**src/logic/periph_cfg_pkg.sv**
```systemverilog
// Widths, clock and baud constants, interrupt indices and the timer control type for the hub.
package periph_cfg_pkg;

    localparam int word_w = 8;
    localparam int offset_w = 5;
    localparam int gpio_w = 16;

    localparam int timer_prescale = 4; // Clock cycles per timer tick.
    localparam int uart_divisor = 16;  // Clock cycles per serial bit.

    localparam int timer_presc_w = $clog2(timer_prescale);
    localparam logic [timer_presc_w-1:0] timer_presc_last = timer_presc_w'(timer_prescale - 1);
    localparam int uart_baud_w = $clog2(uart_divisor);
    localparam logic [uart_baud_w-1:0] uart_baud_last = uart_baud_w'(uart_divisor - 1);

    // Bit positions of the interrupt sources in the pending and mask registers.
    localparam int irq_gpio = 0;
    localparam int irq_timer = 1;
    localparam int irq_uart = 2;

    typedef struct packed {
        logic [5:0] spare;
        logic       clear; // Zeroes the counter, never stored.
        logic       run;
    } timer_ctrl_t;

    typedef union packed {
        logic [word_w-1:0] raw;
        timer_ctrl_t       f;
    } timer_ctrl_u;

endpackage
```
**src/logic/periph_map_pkg.sv**
```systemverilog
// Register map of the hub: bus window placement and the offset of every peripheral register.
package periph_map_pkg;

    localparam logic [periph_cfg_pkg::word_w-1:0] base_addr = 8'hEE;
    localparam logic [periph_cfg_pkg::word_w-1:0] window_size = 8'd18;

    localparam logic [periph_cfg_pkg::offset_w-1:0] exti_mask = 5'd0;
    localparam logic [periph_cfg_pkg::offset_w-1:0] exti_pend = 5'd1;
    localparam logic [periph_cfg_pkg::offset_w-1:0] gpio_in_lo = 5'd3;
    localparam logic [periph_cfg_pkg::offset_w-1:0] gpio_in_hi = 5'd4;
    localparam logic [periph_cfg_pkg::offset_w-1:0] gpio_out_lo = 5'd5;
    localparam logic [periph_cfg_pkg::offset_w-1:0] gpio_out_hi = 5'd6;
    localparam logic [periph_cfg_pkg::offset_w-1:0] gpio_ie_lo = 5'd7;
    localparam logic [periph_cfg_pkg::offset_w-1:0] gpio_ie_hi = 5'd8;
    localparam logic [periph_cfg_pkg::offset_w-1:0] gpio_flag_lo = 5'd9;
    localparam logic [periph_cfg_pkg::offset_w-1:0] gpio_flag_hi = 5'd10;
    localparam logic [periph_cfg_pkg::offset_w-1:0] tmr_ctrl = 5'd11;
    localparam logic [periph_cfg_pkg::offset_w-1:0] tmr_cmp = 5'd12;
    localparam logic [periph_cfg_pkg::offset_w-1:0] tmr_cnt = 5'd13;
    localparam logic [periph_cfg_pkg::offset_w-1:0] uart_data = 5'd14;
    localparam logic [periph_cfg_pkg::offset_w-1:0] uart_status = 5'd15;

endpackage

```
**src/logic/periph_bus_if.sv**
```systemverilog
// Decoded bus request that the hub top fans out to every peripheral block.
`timescale 1ns/1ps

interface periph_bus_if;

    logic                                 sel;    // Address falls inside the window.
    logic [periph_cfg_pkg::offset_w-1:0]  offset; // Address relative to the window base.
    logic [periph_cfg_pkg::word_w-1:0]    wdata;
    logic                                 we;

    modport host (
        output sel,
        output offset,
        output wdata,
        output we
    );

    modport dev (
        input sel,
        input offset,
        input wdata,
        input we
    );

endinterface

```
**src/logic/reflet_peripheral_minimal.sv**
```systemverilog
// Top level of the peripheral hub; decodes the bus window and joins the four peripheral blocks.
`timescale 1ns/1ps

module reflet_peripheral_minimal (
    input  logic                              clk,
    input  logic                              rst_n,
    input  logic                              enable,
    input  logic [periph_cfg_pkg::word_w-1:0] addr,
    input  logic [periph_cfg_pkg::word_w-1:0] data_in,
    input  logic                              write_en,
    input  logic [periph_cfg_pkg::gpio_w-1:0] gpi,
    input  logic                              rx,   // No receiver in this build.
    output logic [3:0]                        ext_int,
    output logic [periph_cfg_pkg::word_w-1:0] data_out,
    output logic [periph_cfg_pkg::gpio_w-1:0] gpo,
    output logic                              tx
);

    logic [periph_cfg_pkg::word_w-1:0] rel_addr;
    logic [periph_cfg_pkg::word_w-1:0] dout_exti;
    logic [periph_cfg_pkg::word_w-1:0] dout_gpio;
    logic [periph_cfg_pkg::word_w-1:0] dout_timer;
    logic [periph_cfg_pkg::word_w-1:0] dout_uart;
    logic                              int_gpio;
    logic                              int_timer;
    logic                              int_uart;

    periph_bus_if bus ();

    // Addresses below the base wrap to large values, so one compare bounds the window.
    assign rel_addr = addr - periph_map_pkg::base_addr;
    assign bus.sel = enable && rel_addr < periph_map_pkg::window_size;
    assign bus.offset = rel_addr[periph_cfg_pkg::offset_w-1:0];
    assign bus.wdata = data_in;
    assign bus.we = write_en;

    assign data_out = dout_exti | dout_gpio | dout_timer | dout_uart;

    reflet_exti exti (
        .clk(clk),
        .rst_n(rst_n),
        .bus(bus),
        .gpio_irq(int_gpio),
        .timer_irq(int_timer),
        .uart_irq(int_uart),
        .rdata(dout_exti),
        .ext_int(ext_int)
    );

    reflet_gpio gpio (
        .clk(clk),
        .rst_n(rst_n),
        .bus(bus),
        .gpi(gpi),
        .rdata(dout_gpio),
        .gpo(gpo),
        .irq(int_gpio)
    );

    reflet_timer timer (
        .clk(clk),
        .rst_n(rst_n),
        .bus(bus),
        .rdata(dout_timer),
        .irq(int_timer)
    );

    reflet_uart uart (
        .clk(clk),
        .rst_n(rst_n),
        .bus(bus),
        .rdata(dout_uart),
        .tx(tx),
        .irq(int_uart)
    );

endmodule

```
**src/logic/reflet_uart.sv**
```systemverilog
// UART transmitter of the hub; sends 8N1 frames at a fixed divisor and reports busy and done.
`timescale 1ns/1ps

module reflet_uart (
    input  logic                              clk,
    input  logic                              rst_n,
    periph_bus_if.dev                         bus,
    output logic [periph_cfg_pkg::word_w-1:0] rdata,
    output logic                              tx,
    output logic                              irq
);

    logic [8:0]                               shreg; // Data bits, then the stop bit.
    logic [3:0]                               bit_cnt;
    logic [periph_cfg_pkg::uart_baud_w-1:0]   baud;
    logic                                     busy;
    logic                                     start;

    // Writes that arrive while a frame is running are dropped.
    assign start = bus.sel && bus.we && bus.offset == periph_map_pkg::uart_data && !busy;

    always_ff @(posedge clk)
    begin
        if (!rst_n)
        begin
            shreg <= '0;
            bit_cnt <= '0;
            baud <= '0;
            busy <= 1'b0;
            tx <= 1'b1;
            irq <= 1'b0;
        end
        else
        begin
            irq <= 1'b0;
            if (start)
            begin
                shreg <= {1'b1, bus.wdata};
                bit_cnt <= '0;
                baud <= '0;
                busy <= 1'b1;
                tx <= 1'b0; // Start bit.
            end
            else if (busy)
            begin
                if (baud == periph_cfg_pkg::uart_baud_last)
                begin
                    baud <= '0;
                    if (bit_cnt == 4'd9)
                    begin
                        busy <= 1'b0; // Stop bit has run its full length.
                        tx <= 1'b1;
                        irq <= 1'b1;
                    end
                    else
                    begin
                        tx <= shreg[0];
                        shreg <= {1'b1, shreg[8:1]};
                        bit_cnt <= bit_cnt + 1'b1;
                    end
                end
                else
                    baud <= baud + 1'b1;
            end
        end
    end

    // The receive side is not built, so uart_data reads back as zero.
    always_comb
    begin
        rdata = '0;
        if (bus.sel && bus.offset == periph_map_pkg::uart_status)
            rdata = {7'b0000000, busy};
    end

    a_idle_high: assert property (@(posedge clk) disable iff (!rst_n) !busy |-> tx);

endmodule

```
**src/logic/reflet_timer.sv**
```systemverilog
// Timer block of the hub; a prescaled up-counter that wraps on compare match and pulses irq.
`timescale 1ns/1ps

module reflet_timer (
    input  logic                              clk,
    input  logic                              rst_n,
    periph_bus_if.dev                         bus,
    output logic [periph_cfg_pkg::word_w-1:0] rdata,
    output logic                              irq
);

    periph_cfg_pkg::timer_ctrl_u                ctrl;
    periph_cfg_pkg::timer_ctrl_u                wr_ctrl;
    logic [periph_cfg_pkg::timer_presc_w-1:0]   presc;
    logic [periph_cfg_pkg::word_w-1:0]          cmp;
    logic [periph_cfg_pkg::word_w-1:0]          cnt;
    logic                                       ctrl_wr;
    logic                                       clear_req;

    always_comb
    begin
        wr_ctrl.raw = bus.wdata; // Same byte, seen through the field view.
    end

    assign ctrl_wr = bus.sel && bus.we && bus.offset == periph_map_pkg::tmr_ctrl;
    assign clear_req = ctrl_wr && wr_ctrl.f.clear;

    always_ff @(posedge clk)
    begin
        if (!rst_n)
        begin
            ctrl.raw <= '0;
            cmp <= '0;
            cnt <= '0;
            presc <= '0;
            irq <= 1'b0;
        end
        else
        begin
            irq <= 1'b0;
            if (ctrl_wr)
            begin
                ctrl.raw <= bus.wdata;
                ctrl.f.clear <= 1'b0; // Clear acts once and always reads back zero.
            end
            if (bus.sel && bus.we && bus.offset == periph_map_pkg::tmr_cmp)
                cmp <= bus.wdata;

            if (clear_req)
            begin
                cnt <= '0;
                presc <= '0;
            end
            else if (ctrl.f.run)
            begin
                if (presc == periph_cfg_pkg::timer_presc_last)
                begin
                    presc <= '0;
                    if (cnt == cmp)
                    begin
                        cnt <= '0;
                        irq <= 1'b1;
                    end
                    else
                        cnt <= cnt + 1'b1;
                end
                else
                    presc <= presc + 1'b1;
            end
        end
    end

    always_comb
    begin
        rdata = '0;
        if (bus.sel && bus.offset == periph_map_pkg::tmr_ctrl)
            rdata = ctrl.raw;
        else if (bus.sel && bus.offset == periph_map_pkg::tmr_cmp)
            rdata = cmp;
        else if (bus.sel && bus.offset == periph_map_pkg::tmr_cnt)
            rdata = cnt;
    end

    a_irq_single: assert property (@(posedge clk) disable iff (!rst_n) irq |=> !irq);

endmodule

```
**src/logic/reflet_gpio.sv**
```systemverilog
// GPIO block of the hub; samples inputs, flags enabled rising edges and holds output latches.
`timescale 1ns/1ps

module reflet_gpio (
    input  logic                              clk,
    input  logic                              rst_n,
    periph_bus_if.dev                         bus,
    input  logic [periph_cfg_pkg::gpio_w-1:0] gpi,
    output logic [periph_cfg_pkg::word_w-1:0] rdata,
    output logic [periph_cfg_pkg::gpio_w-1:0] gpo,
    output logic                              irq
);

    logic [periph_cfg_pkg::gpio_w-1:0] gpi_q;
    logic [periph_cfg_pkg::gpio_w-1:0] gpi_prev;
    logic [periph_cfg_pkg::gpio_w-1:0] ie;
    logic [periph_cfg_pkg::gpio_w-1:0] flag;
    logic [periph_cfg_pkg::gpio_w-1:0] rise;
    logic [periph_cfg_pkg::gpio_w-1:0] flag_clr;
    logic                              wr;

    assign wr = bus.sel && bus.we;
    assign rise = gpi_q & ~gpi_prev & ie;

    always_comb
    begin
        flag_clr = '0;
        if (wr && bus.offset == periph_map_pkg::gpio_flag_lo)
            flag_clr[7:0] = bus.wdata;
        if (wr && bus.offset == periph_map_pkg::gpio_flag_hi)
            flag_clr[15:8] = bus.wdata;
    end

    always_ff @(posedge clk)
    begin
        if (!rst_n)
        begin
            gpi_q <= '0;
            gpi_prev <= '0;
            ie <= '0;
            flag <= '0;
            gpo <= '0;
            irq <= 1'b0;
        end
        else
        begin
            gpi_q <= gpi;
            gpi_prev <= gpi_q;
            flag <= (flag & ~flag_clr) | rise;
            irq <= |(rise & ~flag); // Only on a flag that was not already set.
            if (wr)
            begin
                case (bus.offset)
                    periph_map_pkg::gpio_out_lo: gpo[7:0] <= bus.wdata;
                    periph_map_pkg::gpio_out_hi: gpo[15:8] <= bus.wdata;
                    periph_map_pkg::gpio_ie_lo:  ie[7:0] <= bus.wdata;
                    periph_map_pkg::gpio_ie_hi:  ie[15:8] <= bus.wdata;
                    default: ;
                endcase
            end
        end
    end

    always_comb
    begin
        rdata = '0;
        if (bus.sel)
        begin
            case (bus.offset)
                periph_map_pkg::gpio_in_lo:   rdata = gpi_q[7:0];
                periph_map_pkg::gpio_in_hi:   rdata = gpi_q[15:8];
                periph_map_pkg::gpio_out_lo:  rdata = gpo[7:0];
                periph_map_pkg::gpio_out_hi:  rdata = gpo[15:8];
                periph_map_pkg::gpio_ie_lo:   rdata = ie[7:0];
                periph_map_pkg::gpio_ie_hi:   rdata = ie[15:8];
                periph_map_pkg::gpio_flag_lo: rdata = flag[7:0];
                periph_map_pkg::gpio_flag_hi: rdata = flag[15:8];
                default:                      rdata = '0;
            endcase
        end
    end

    a_flag_needs_ie: assert property (@(posedge clk) disable iff (!rst_n)
        (flag & ~$past(flag) & ~$past(ie)) == '0);

endmodule

```
**src/logic/reflet_exti.sv**
```systemverilog
// Interrupt controller of the hub; latches source pulses and drives the masked CPU lines.
`timescale 1ns/1ps

module reflet_exti (
    input  logic                              clk,
    input  logic                              rst_n,
    periph_bus_if.dev                         bus,
    input  logic                              gpio_irq,
    input  logic                              timer_irq,
    input  logic                              uart_irq,
    output logic [periph_cfg_pkg::word_w-1:0] rdata,
    output logic [3:0]                        ext_int
);

    logic [2:0] mask;
    logic [2:0] pend;
    logic [2:0] src;
    logic [2:0] pend_clr;
    logic       mask_wr;

    always_comb
    begin
        src = '0;
        src[periph_cfg_pkg::irq_gpio] = gpio_irq;
        src[periph_cfg_pkg::irq_timer] = timer_irq;
        src[periph_cfg_pkg::irq_uart] = uart_irq;
    end

    assign mask_wr = bus.sel && bus.we && bus.offset == periph_map_pkg::exti_mask;
    assign pend_clr = (bus.sel && bus.we && bus.offset == periph_map_pkg::exti_pend)
                    ? bus.wdata[2:0] : 3'b000;

    always_ff @(posedge clk)
    begin
        if (!rst_n)
        begin
            mask <= '0;
            pend <= '0;
        end
        else
        begin
            pend <= (pend & ~pend_clr) | src; // A new pulse beats a clear.
            if (mask_wr)
                mask <= bus.wdata[2:0];
        end
    end

    assign ext_int[2:0] = pend & mask;
    assign ext_int[3] = |(pend & mask);

    always_comb
    begin
        rdata = '0;
        if (bus.sel && bus.offset == periph_map_pkg::exti_mask)
            rdata = {5'b00000, mask};
        else if (bus.sel && bus.offset == periph_map_pkg::exti_pend)
            rdata = {5'b00000, pend};
    end

    // An unmasked pulse reaches the summary line on the next cycle, even against a clear.
    a_pulse_wins: assert property (@(posedge clk) disable iff (!rst_n)
        ((src & mask) != '0 && !mask_wr) |=> ext_int[3]);

    // A pending bit only ever comes from a pulse of its own source.
    a_pend_from_src: assert property (@(posedge clk) disable iff (!rst_n)
        (pend & ~$past(pend) & ~$past(src)) == '0);

endmodule

```
**config.mk**
```make
export PLATFORM = sky130hd
export DESIGN_NAME = reflet_peripheral_minimal
export DESIGN_NICKNAME = d
export VERILOG_FILES = /design/src/logic/periph_cfg_pkg.sv /design/src/logic/periph_map_pkg.sv /design/src/logic/periph_bus_if.sv /design/src/logic/reflet_peripheral_minimal.sv /design/src/logic/reflet_uart.sv /design/src/logic/reflet_timer.sv /design/src/logic/reflet_gpio.sv /design/src/logic/reflet_exti.sv
export SDC_FILE = /design/constraint.sdc
export NUM_CORES = 1
export LEC_CHECK = 0
export BUFFER_PORTS_ARGS = -buffer_cell sky130_fd_sc_hd__buf_4
export CAP_MARGIN = 10
export CORE_UTILIZATION = 50
export CTS_CLUSTER_DIAMETER = 120
export DETAILED_ROUTE_END_ITERATION = 7
export PLACE_DENSITY = 0.71
export RECOVER_POWER = 50
export SYNTH_ARGS = -nofsm -noshare
export SYNTH_HDL_FRONTEND = slang
export SYNTH_SLANG_ARGS = --single-unit
```
**constraint.sdc**
```tcl
create_clock -name clk -period 4.02 [get_ports clk]
set_input_delay 0.804 -clock clk [delete_from_list [all_inputs] [get_ports clk]]
set_output_delay 0.804 -clock clk [all_outputs]
set_load 0.05 [all_outputs]
```
# [After elaboration in Yosys (flattened, before gate mapping)]
# Cells that the tools add are included.
[word_totals] wordCells=130 regBits=133 output_inout_bits=29
[op_classes] add_sub_neg=5 mux=28 bitwise=21 eq_ne=19 order_cmp=1 reduce_logical=35
[ops] cell="$and 16x16->16" count=4
[ops] cell="$mux 8" count=8
[ops] cell="$pmux 8 s8" count=1
[ops] cell="$not 16->16" count=3
[ops] cell="$eq 5x4->1 const B" count=8
[ops] cell="$mux 9" count=4
[ops] cell="$or 8x8->8" count=3
[ops] cell="$eq 5x3->1 const B" count=4
[ops] cell="$logic_and 1x1->1" count=17
[ops] cell="$or 16x16->16" count=1
[ops] cell="$reduce_or 16->1" count=1
[ops] cell="$reduce_and 2->1" count=6
[ops] cell="$mux 1" count=11
[ops] cell="$add 4x1->4 const B" count=2
[ops] cell="$add 8x1->8 const B" count=1
[ops] cell="$eq 4x4->1 const B" count=2
[ops] cell="$eq 8x8->1" count=1
[ops] cell="$lt 8x5->1 const B" count=1
[ops] cell="$reduce_or 4->1" count=2
[ops] cell="$sub 8x8->8 const B" count=1
[ops] cell="$and 3x3->3" count=2
[ops] cell="$mux 3" count=2
[ops] cell="$not 1->1" count=6
[ops] cell="$reduce_and 3->1" count=2
[ops] cell="other kinds (14)" count=16

# [Logic depth before layout (Yosys ltp)]
[logic_depth] word_depth=9 mapped_depth=10 ltp_nobuf=8

# [Hierarchy]
# From an unflattened synthesis, not the netlist that was laid out.
[hier_totals] cells_unflattened=688 area_unflattened_um2=6391.1
[by_module_without_submodules] mod="reflet_gpio" cells_each=347 area_per_inst_um2=3434.5 seq_area_each_um2=1621.6 instances=1
[by_module_without_submodules] mod="reflet_timer" cells_each=143 area_per_inst_um2=1332.5 seq_area_each_um2=520.5 instances=1
[by_module_without_submodules] mod="reflet_uart" cells_each=121 area_per_inst_um2=1044.8 seq_area_each_um2=400.4 instances=1
[by_module_without_submodules] mod="reflet_exti" cells_each=47 area_per_inst_um2=382.9 seq_area_each_um2=120.1 instances=1
[by_module_without_submodules] mod="reflet_peripheral_minimal" cells_each=30 area_per_inst_um2=196.4 seq_area_each_um2=0.0 instances=1

# [Worst setup path before layout]
# OpenSTA, ideal clock, no wires.
[synth_timing] kind="input -> output" from="in addr[1] in the netlist's numbering" to="out data_out[6] in the netlist's numbering" slack_ns=0.149 cell_stages=8 arrival_ns=3.067 t_required_ns=3.216 cell_sequence="ha_1 o21bai_1 o311ai_4 a211oi_4 nand2_4 buf_4 buf_2 a31oi_1"
[synth_between] elab_chain_cells=9
[synth_rtl] element="start: declaration" line="reflet_peripheral_minimal.sv:8" source="input logic [periph_cfg_pkg::word_w-1:0] addr,"
[synth_rtl] element="$sub 8x8->8 (*)" line="reflet_peripheral_minimal.sv:31" source="assign rel_addr = addr - periph_map_pkg::base_addr;"
[synth_rtl] element="$lt 8x5->1" line="reflet_peripheral_minimal.sv:32" source="assign bus.sel = enable && rel_addr < periph_map_pkg::window_size;"
[synth_rtl] element="$logic_and 1x1->1" line="reflet_peripheral_minimal.sv:32"
[synth_rtl] element="$logic_and 1x1->1" line="reflet_timer.sv:80" source="else if (bus.sel && bus.offset == periph_map_pkg::tmr_cnt)"
[synth_rtl] element="$mux 8" line="reflet_timer.sv:80"
[synth_rtl] element="$mux 8" line="reflet_timer.sv:78" source="else if (bus.sel && bus.offset == periph_map_pkg::tmr_cmp)"
[synth_rtl] element="$mux 8" line="reflet_timer.sv:76" source="if (bus.sel && bus.offset == periph_map_pkg::tmr_ctrl)"
[synth_rtl] element="$or 8x8->8 (*) (2 in series)" line="reflet_peripheral_minimal.sv:37" source="assign data_out = dout_exti | dout_gpio | dout_timer | dout_uart;"
[synth_rtl] element="end: declaration" line="reflet_peripheral_minimal.sv:14" source="output logic [periph_cfg_pkg::word_w-1:0] data_out,"
# Mark *: on every way between the ends. The rest lies on a longest branch, timed or not.

# [Final worst setup path]
[layout_timing] from="in addr[2] in the netlist's numbering" to="out data_out[5] in the netlist's numbering"
# Same word-level chain as after synthesis.

==> results.json <==
{
  "area_delta_synth_final_pct": 18.04,
  "synth_area_per_cell_sq_um": 9.081,
  "initial_core_util": 0.5221,
  "die_x_um": 115.2,
  "fin_crit_sh": 0.9663,
  "num_rows": 40,
  "synth_top_area_frac": 0.4159,
  "drt_iter0_drc": 485,
  "max-vdd-ir-drop_uv": 289.2,
  "arrival_ns": 3.08,
  "grt_usage": 0.2837,
  "fillers": 1088,
  "tightest_slew_ns": 2.115,
  "nets": 809,
  "n_antenna_cell": 0,
  "slew-limit-headroom": -0.4100,
  "htree_num_levels": 4,
  "wl_per_cell_um": 18.62,
  "gp_congestion": 0.9202,
  "synth_edf_count": 0,
  "cts_tree": "yes",
  "synth_cells": 705,
  "clk_latency_ns": 0.43,
  "critPathCaptureType": "output pin",
  "wl_mm": 17.63,
  "timing.fmax_mhz": 257.4,
  "ctsResizeCount": 0,
  "overflow": 0,
  "grt_antenna_before_repair": 0,
  "power_density_nw_per_um2": 416.9,
  "ys_types": 64,
  "die_h_um": 115.2,
  "dr.pass1.iters": 5,
  "cts.sinks": 133,
  "setup_viol": 0,
  "cts_buffers": 17,
  "synth_ff_type": "dfxtp_1",
  "hold_buffers": 0,
  "vias": 5537,
  "outcome": "complete, but fails checks",
  "layout_commonest_cell": "dfxtp_1",
  "maxCapViolCount": 1,
  "required_ns": 3.22,
  "crit_type": "primary input to output pin",
  "finalMaxSlewViolations": 56,
  "syn-num-nets": 748,
  "clockBufferDepth": 2,
  "yosys-top-cells-area": "dfxtp_1 42%, mux2i_1 11%, nand2_1 4.6%",
  "yosysTopAreaCell": "dfxtp_1",
  "fin_tns_setup_ns": 0,
  "grt_max_degree": 56,
  "violations": "capacitance limit, slew limit",
  "cts-root-buf": "clkbuf_16",
  "seq_area_frac_synth": 0.4159,
  "dp_hpwl_mm": 12.28,
  "via_per_inst": 5.847,
  "skew_ns": 0.007094,
  "grt_pass1_wl_mm": 27.97,
  "fin_util": 0.6163,
  "dieArea_sq_um": 13260,
  "synth_warnings": 0,
  "drc": 0,
  "async_flop_share": 0,
  "syn_area_sq_um": 6402,
  "total_leakage_power_uw": 0.003098,
  "seq_area_sq_um": 2663,
  "core_area_sq_um": 12260,
  "postCtsSetupRepairBufs": 0,
  "clk_pin_slew_ns": 0.05,
  "mostFrequentLayoutCells": "133 x dfxtp_1, 79 x nand2_1, 71 x mux2i_1, 57 x buf_4, 49 x o21ai_0",
  "io_pins": 66,
  "multi_input_area_sq_um": 3456,
  "port_buffers": 64,
  "ys_seq_elements": 133,
  "post-route-min-period_ns": 3.885,
  "cp-start-kind": "primary input",
  "drive_above_1_share": 0.1643,
  "grt_pass1_vias": 5267,
  "min_path_type": "flip-flop to flip-flop",
  "hold_viol": 0,
  "ant_nets": 0,
  "grt_setup_unrepaired": "false",
  "worstPathMaxFanout": 11
}
[cell usage after synthesis, types with 2 or more instances]
master      n
dfxtp_1   133
nand2_1    79
mux2i_1    71
o21ai_0    49
and2_1     38
nor2_1     34
a21oi_1    26
inv_1      26
a31oi_1    23
clkbuf_1   21
nand3b_1   17
xor2_1     16
nand3_1    13
buf_2      12
o22ai_1    12
mux2_2     11
o211ai_1    9
nor2_2      8
nor3_1      7
a22oi_1     6
and4_1      6
ha_1        6
xnor2_1     6
a211oi_1    5
a32oi_1     5
nor3_4      5
nand4_1     4
nor2b_1     4
o21ai_1     4
and3_1      3
buf_6       3
nand2b_1    3
or2_2       3
a221oi_1    2
nand3_4     2
nand4b_1    2
o211a_1     2
o21ai_2     2
or3_1       2
[per-stage QoR]
stage,area [sq um],hold WS [ns],total power [uW],instances,setup WS (ns)
5_1_grt,7557,0.4738,3247,947,0.01094
4_1_cts,7642,0.4633,3168,947,0.1468
2_1_floorplan,6402,0.4361,1486,705,0.1491
3_3_place_gp,7029,0.4461,1560,915,0.1943
3_5_place_dp,7029,0.4549,1564,915,0.1560
6_report,7557,0.4591,3151,947,0.1354
[cell type report]
class / count / share of cell area
Timing Repair Buffer: 80 / 0.06805
Clock buffer: 18 / 0.05679
Tap cell: 168 / 0.02781
Clock inverter: 14 / 0.02434
Inverter: 27 / 0.01341
Multi-Input combinational cell: 507 / 0.4573
Sequential cell: 133 / 0.3523
[registers in the layout, indices dropped and copies added, names as in the netlist]
| name | count |
|---|---|
| uart.bit_cnt | 4 |
| timer.cnt | 8 |
| uart.tx | 1 |
| timer.cmp | 8 |
| exti.pend | 3 |
| uart.busy | 1 |
| uart.shreg | 9 |
| timer.presc | 2 |
| uart.baud | 4 |
| exti.mask | 3 |
| timer.ctrl | 7 |
| gpio.ie | 16 |
| timer.irq | 1 |
| gpio.gpi_prev | 16 |
| gpio.gpi_q | 16 |
| uart.irq | 1 |
| gpio.gpo | 16 |
| gpio.irq | 1 |
| gpio.flag | 16 |
[cells by family (layout without fill, tap and decap cells)]
family | Yosys count | in the layout | share of synthesized area
AND/OR/NAND/NOR | 239 | 239 | 0.2087
AO/OA/AOI/OAI | 158 | 158 | 0.1587
flip-flops | 133 | 133 | 0.4159
multiplexers | 82 | 82 | 0.1303
buffers and inverters | 65 | 139 | 0.04456
XOR/XNOR | 22 | 22 | 0.03010
adder cells (fa/ha/maj) | 6 | 6 | 0.01173
[per-layer routing]
layer	routed length (um)	track usage	share of wire
met5	0	0	0
met4	586	0.1377	0.033
met3	1213	0.06115	0.069
met2	7915	0.4446	0.45
met1	7914	0.3715	0.45
[path summary, 6_finish.rpt]
check / slack [ns] / cells after the start / endpoint / start
max: 0.14 / 10 / data_out[5] / addr[2]
min: 0.46 / 2 / timer.ctrl[5]$_SDFFE_PN0P_ / timer.ctrl[5]$_SDFFE_PN0P_
max reg2reg: 1.53 / 6 / uart.shreg[6]$_SDFFE_PN0P_ / uart.baud[0]$_SDFFE_PP0P_
min reg2reg: 0.46 / 2 / timer.ctrl[5]$_SDFFE_PN0P_ / timer.ctrl[5]$_SDFFE_PN0P_
[power by group]
group / internal [uW] / switching [uW]
Sequential: 1330 / 10.8
Clock: 1030 / 579
Combinational: 70.2 / 124
Total: 2440 / 714
[critical path: stages]
cell	delay, ns
buf_4	0.12
ha_1	0.37
buf_4	0.22
nand2_1	0.08
o21ai_1	0.14
a22oi_1	0.12
nor2_1	0.47
a21oi_1	0.18
o22ai_1	0.30
buf_4	0.26
No activity file was read; power rests on OpenSTA's default activity.
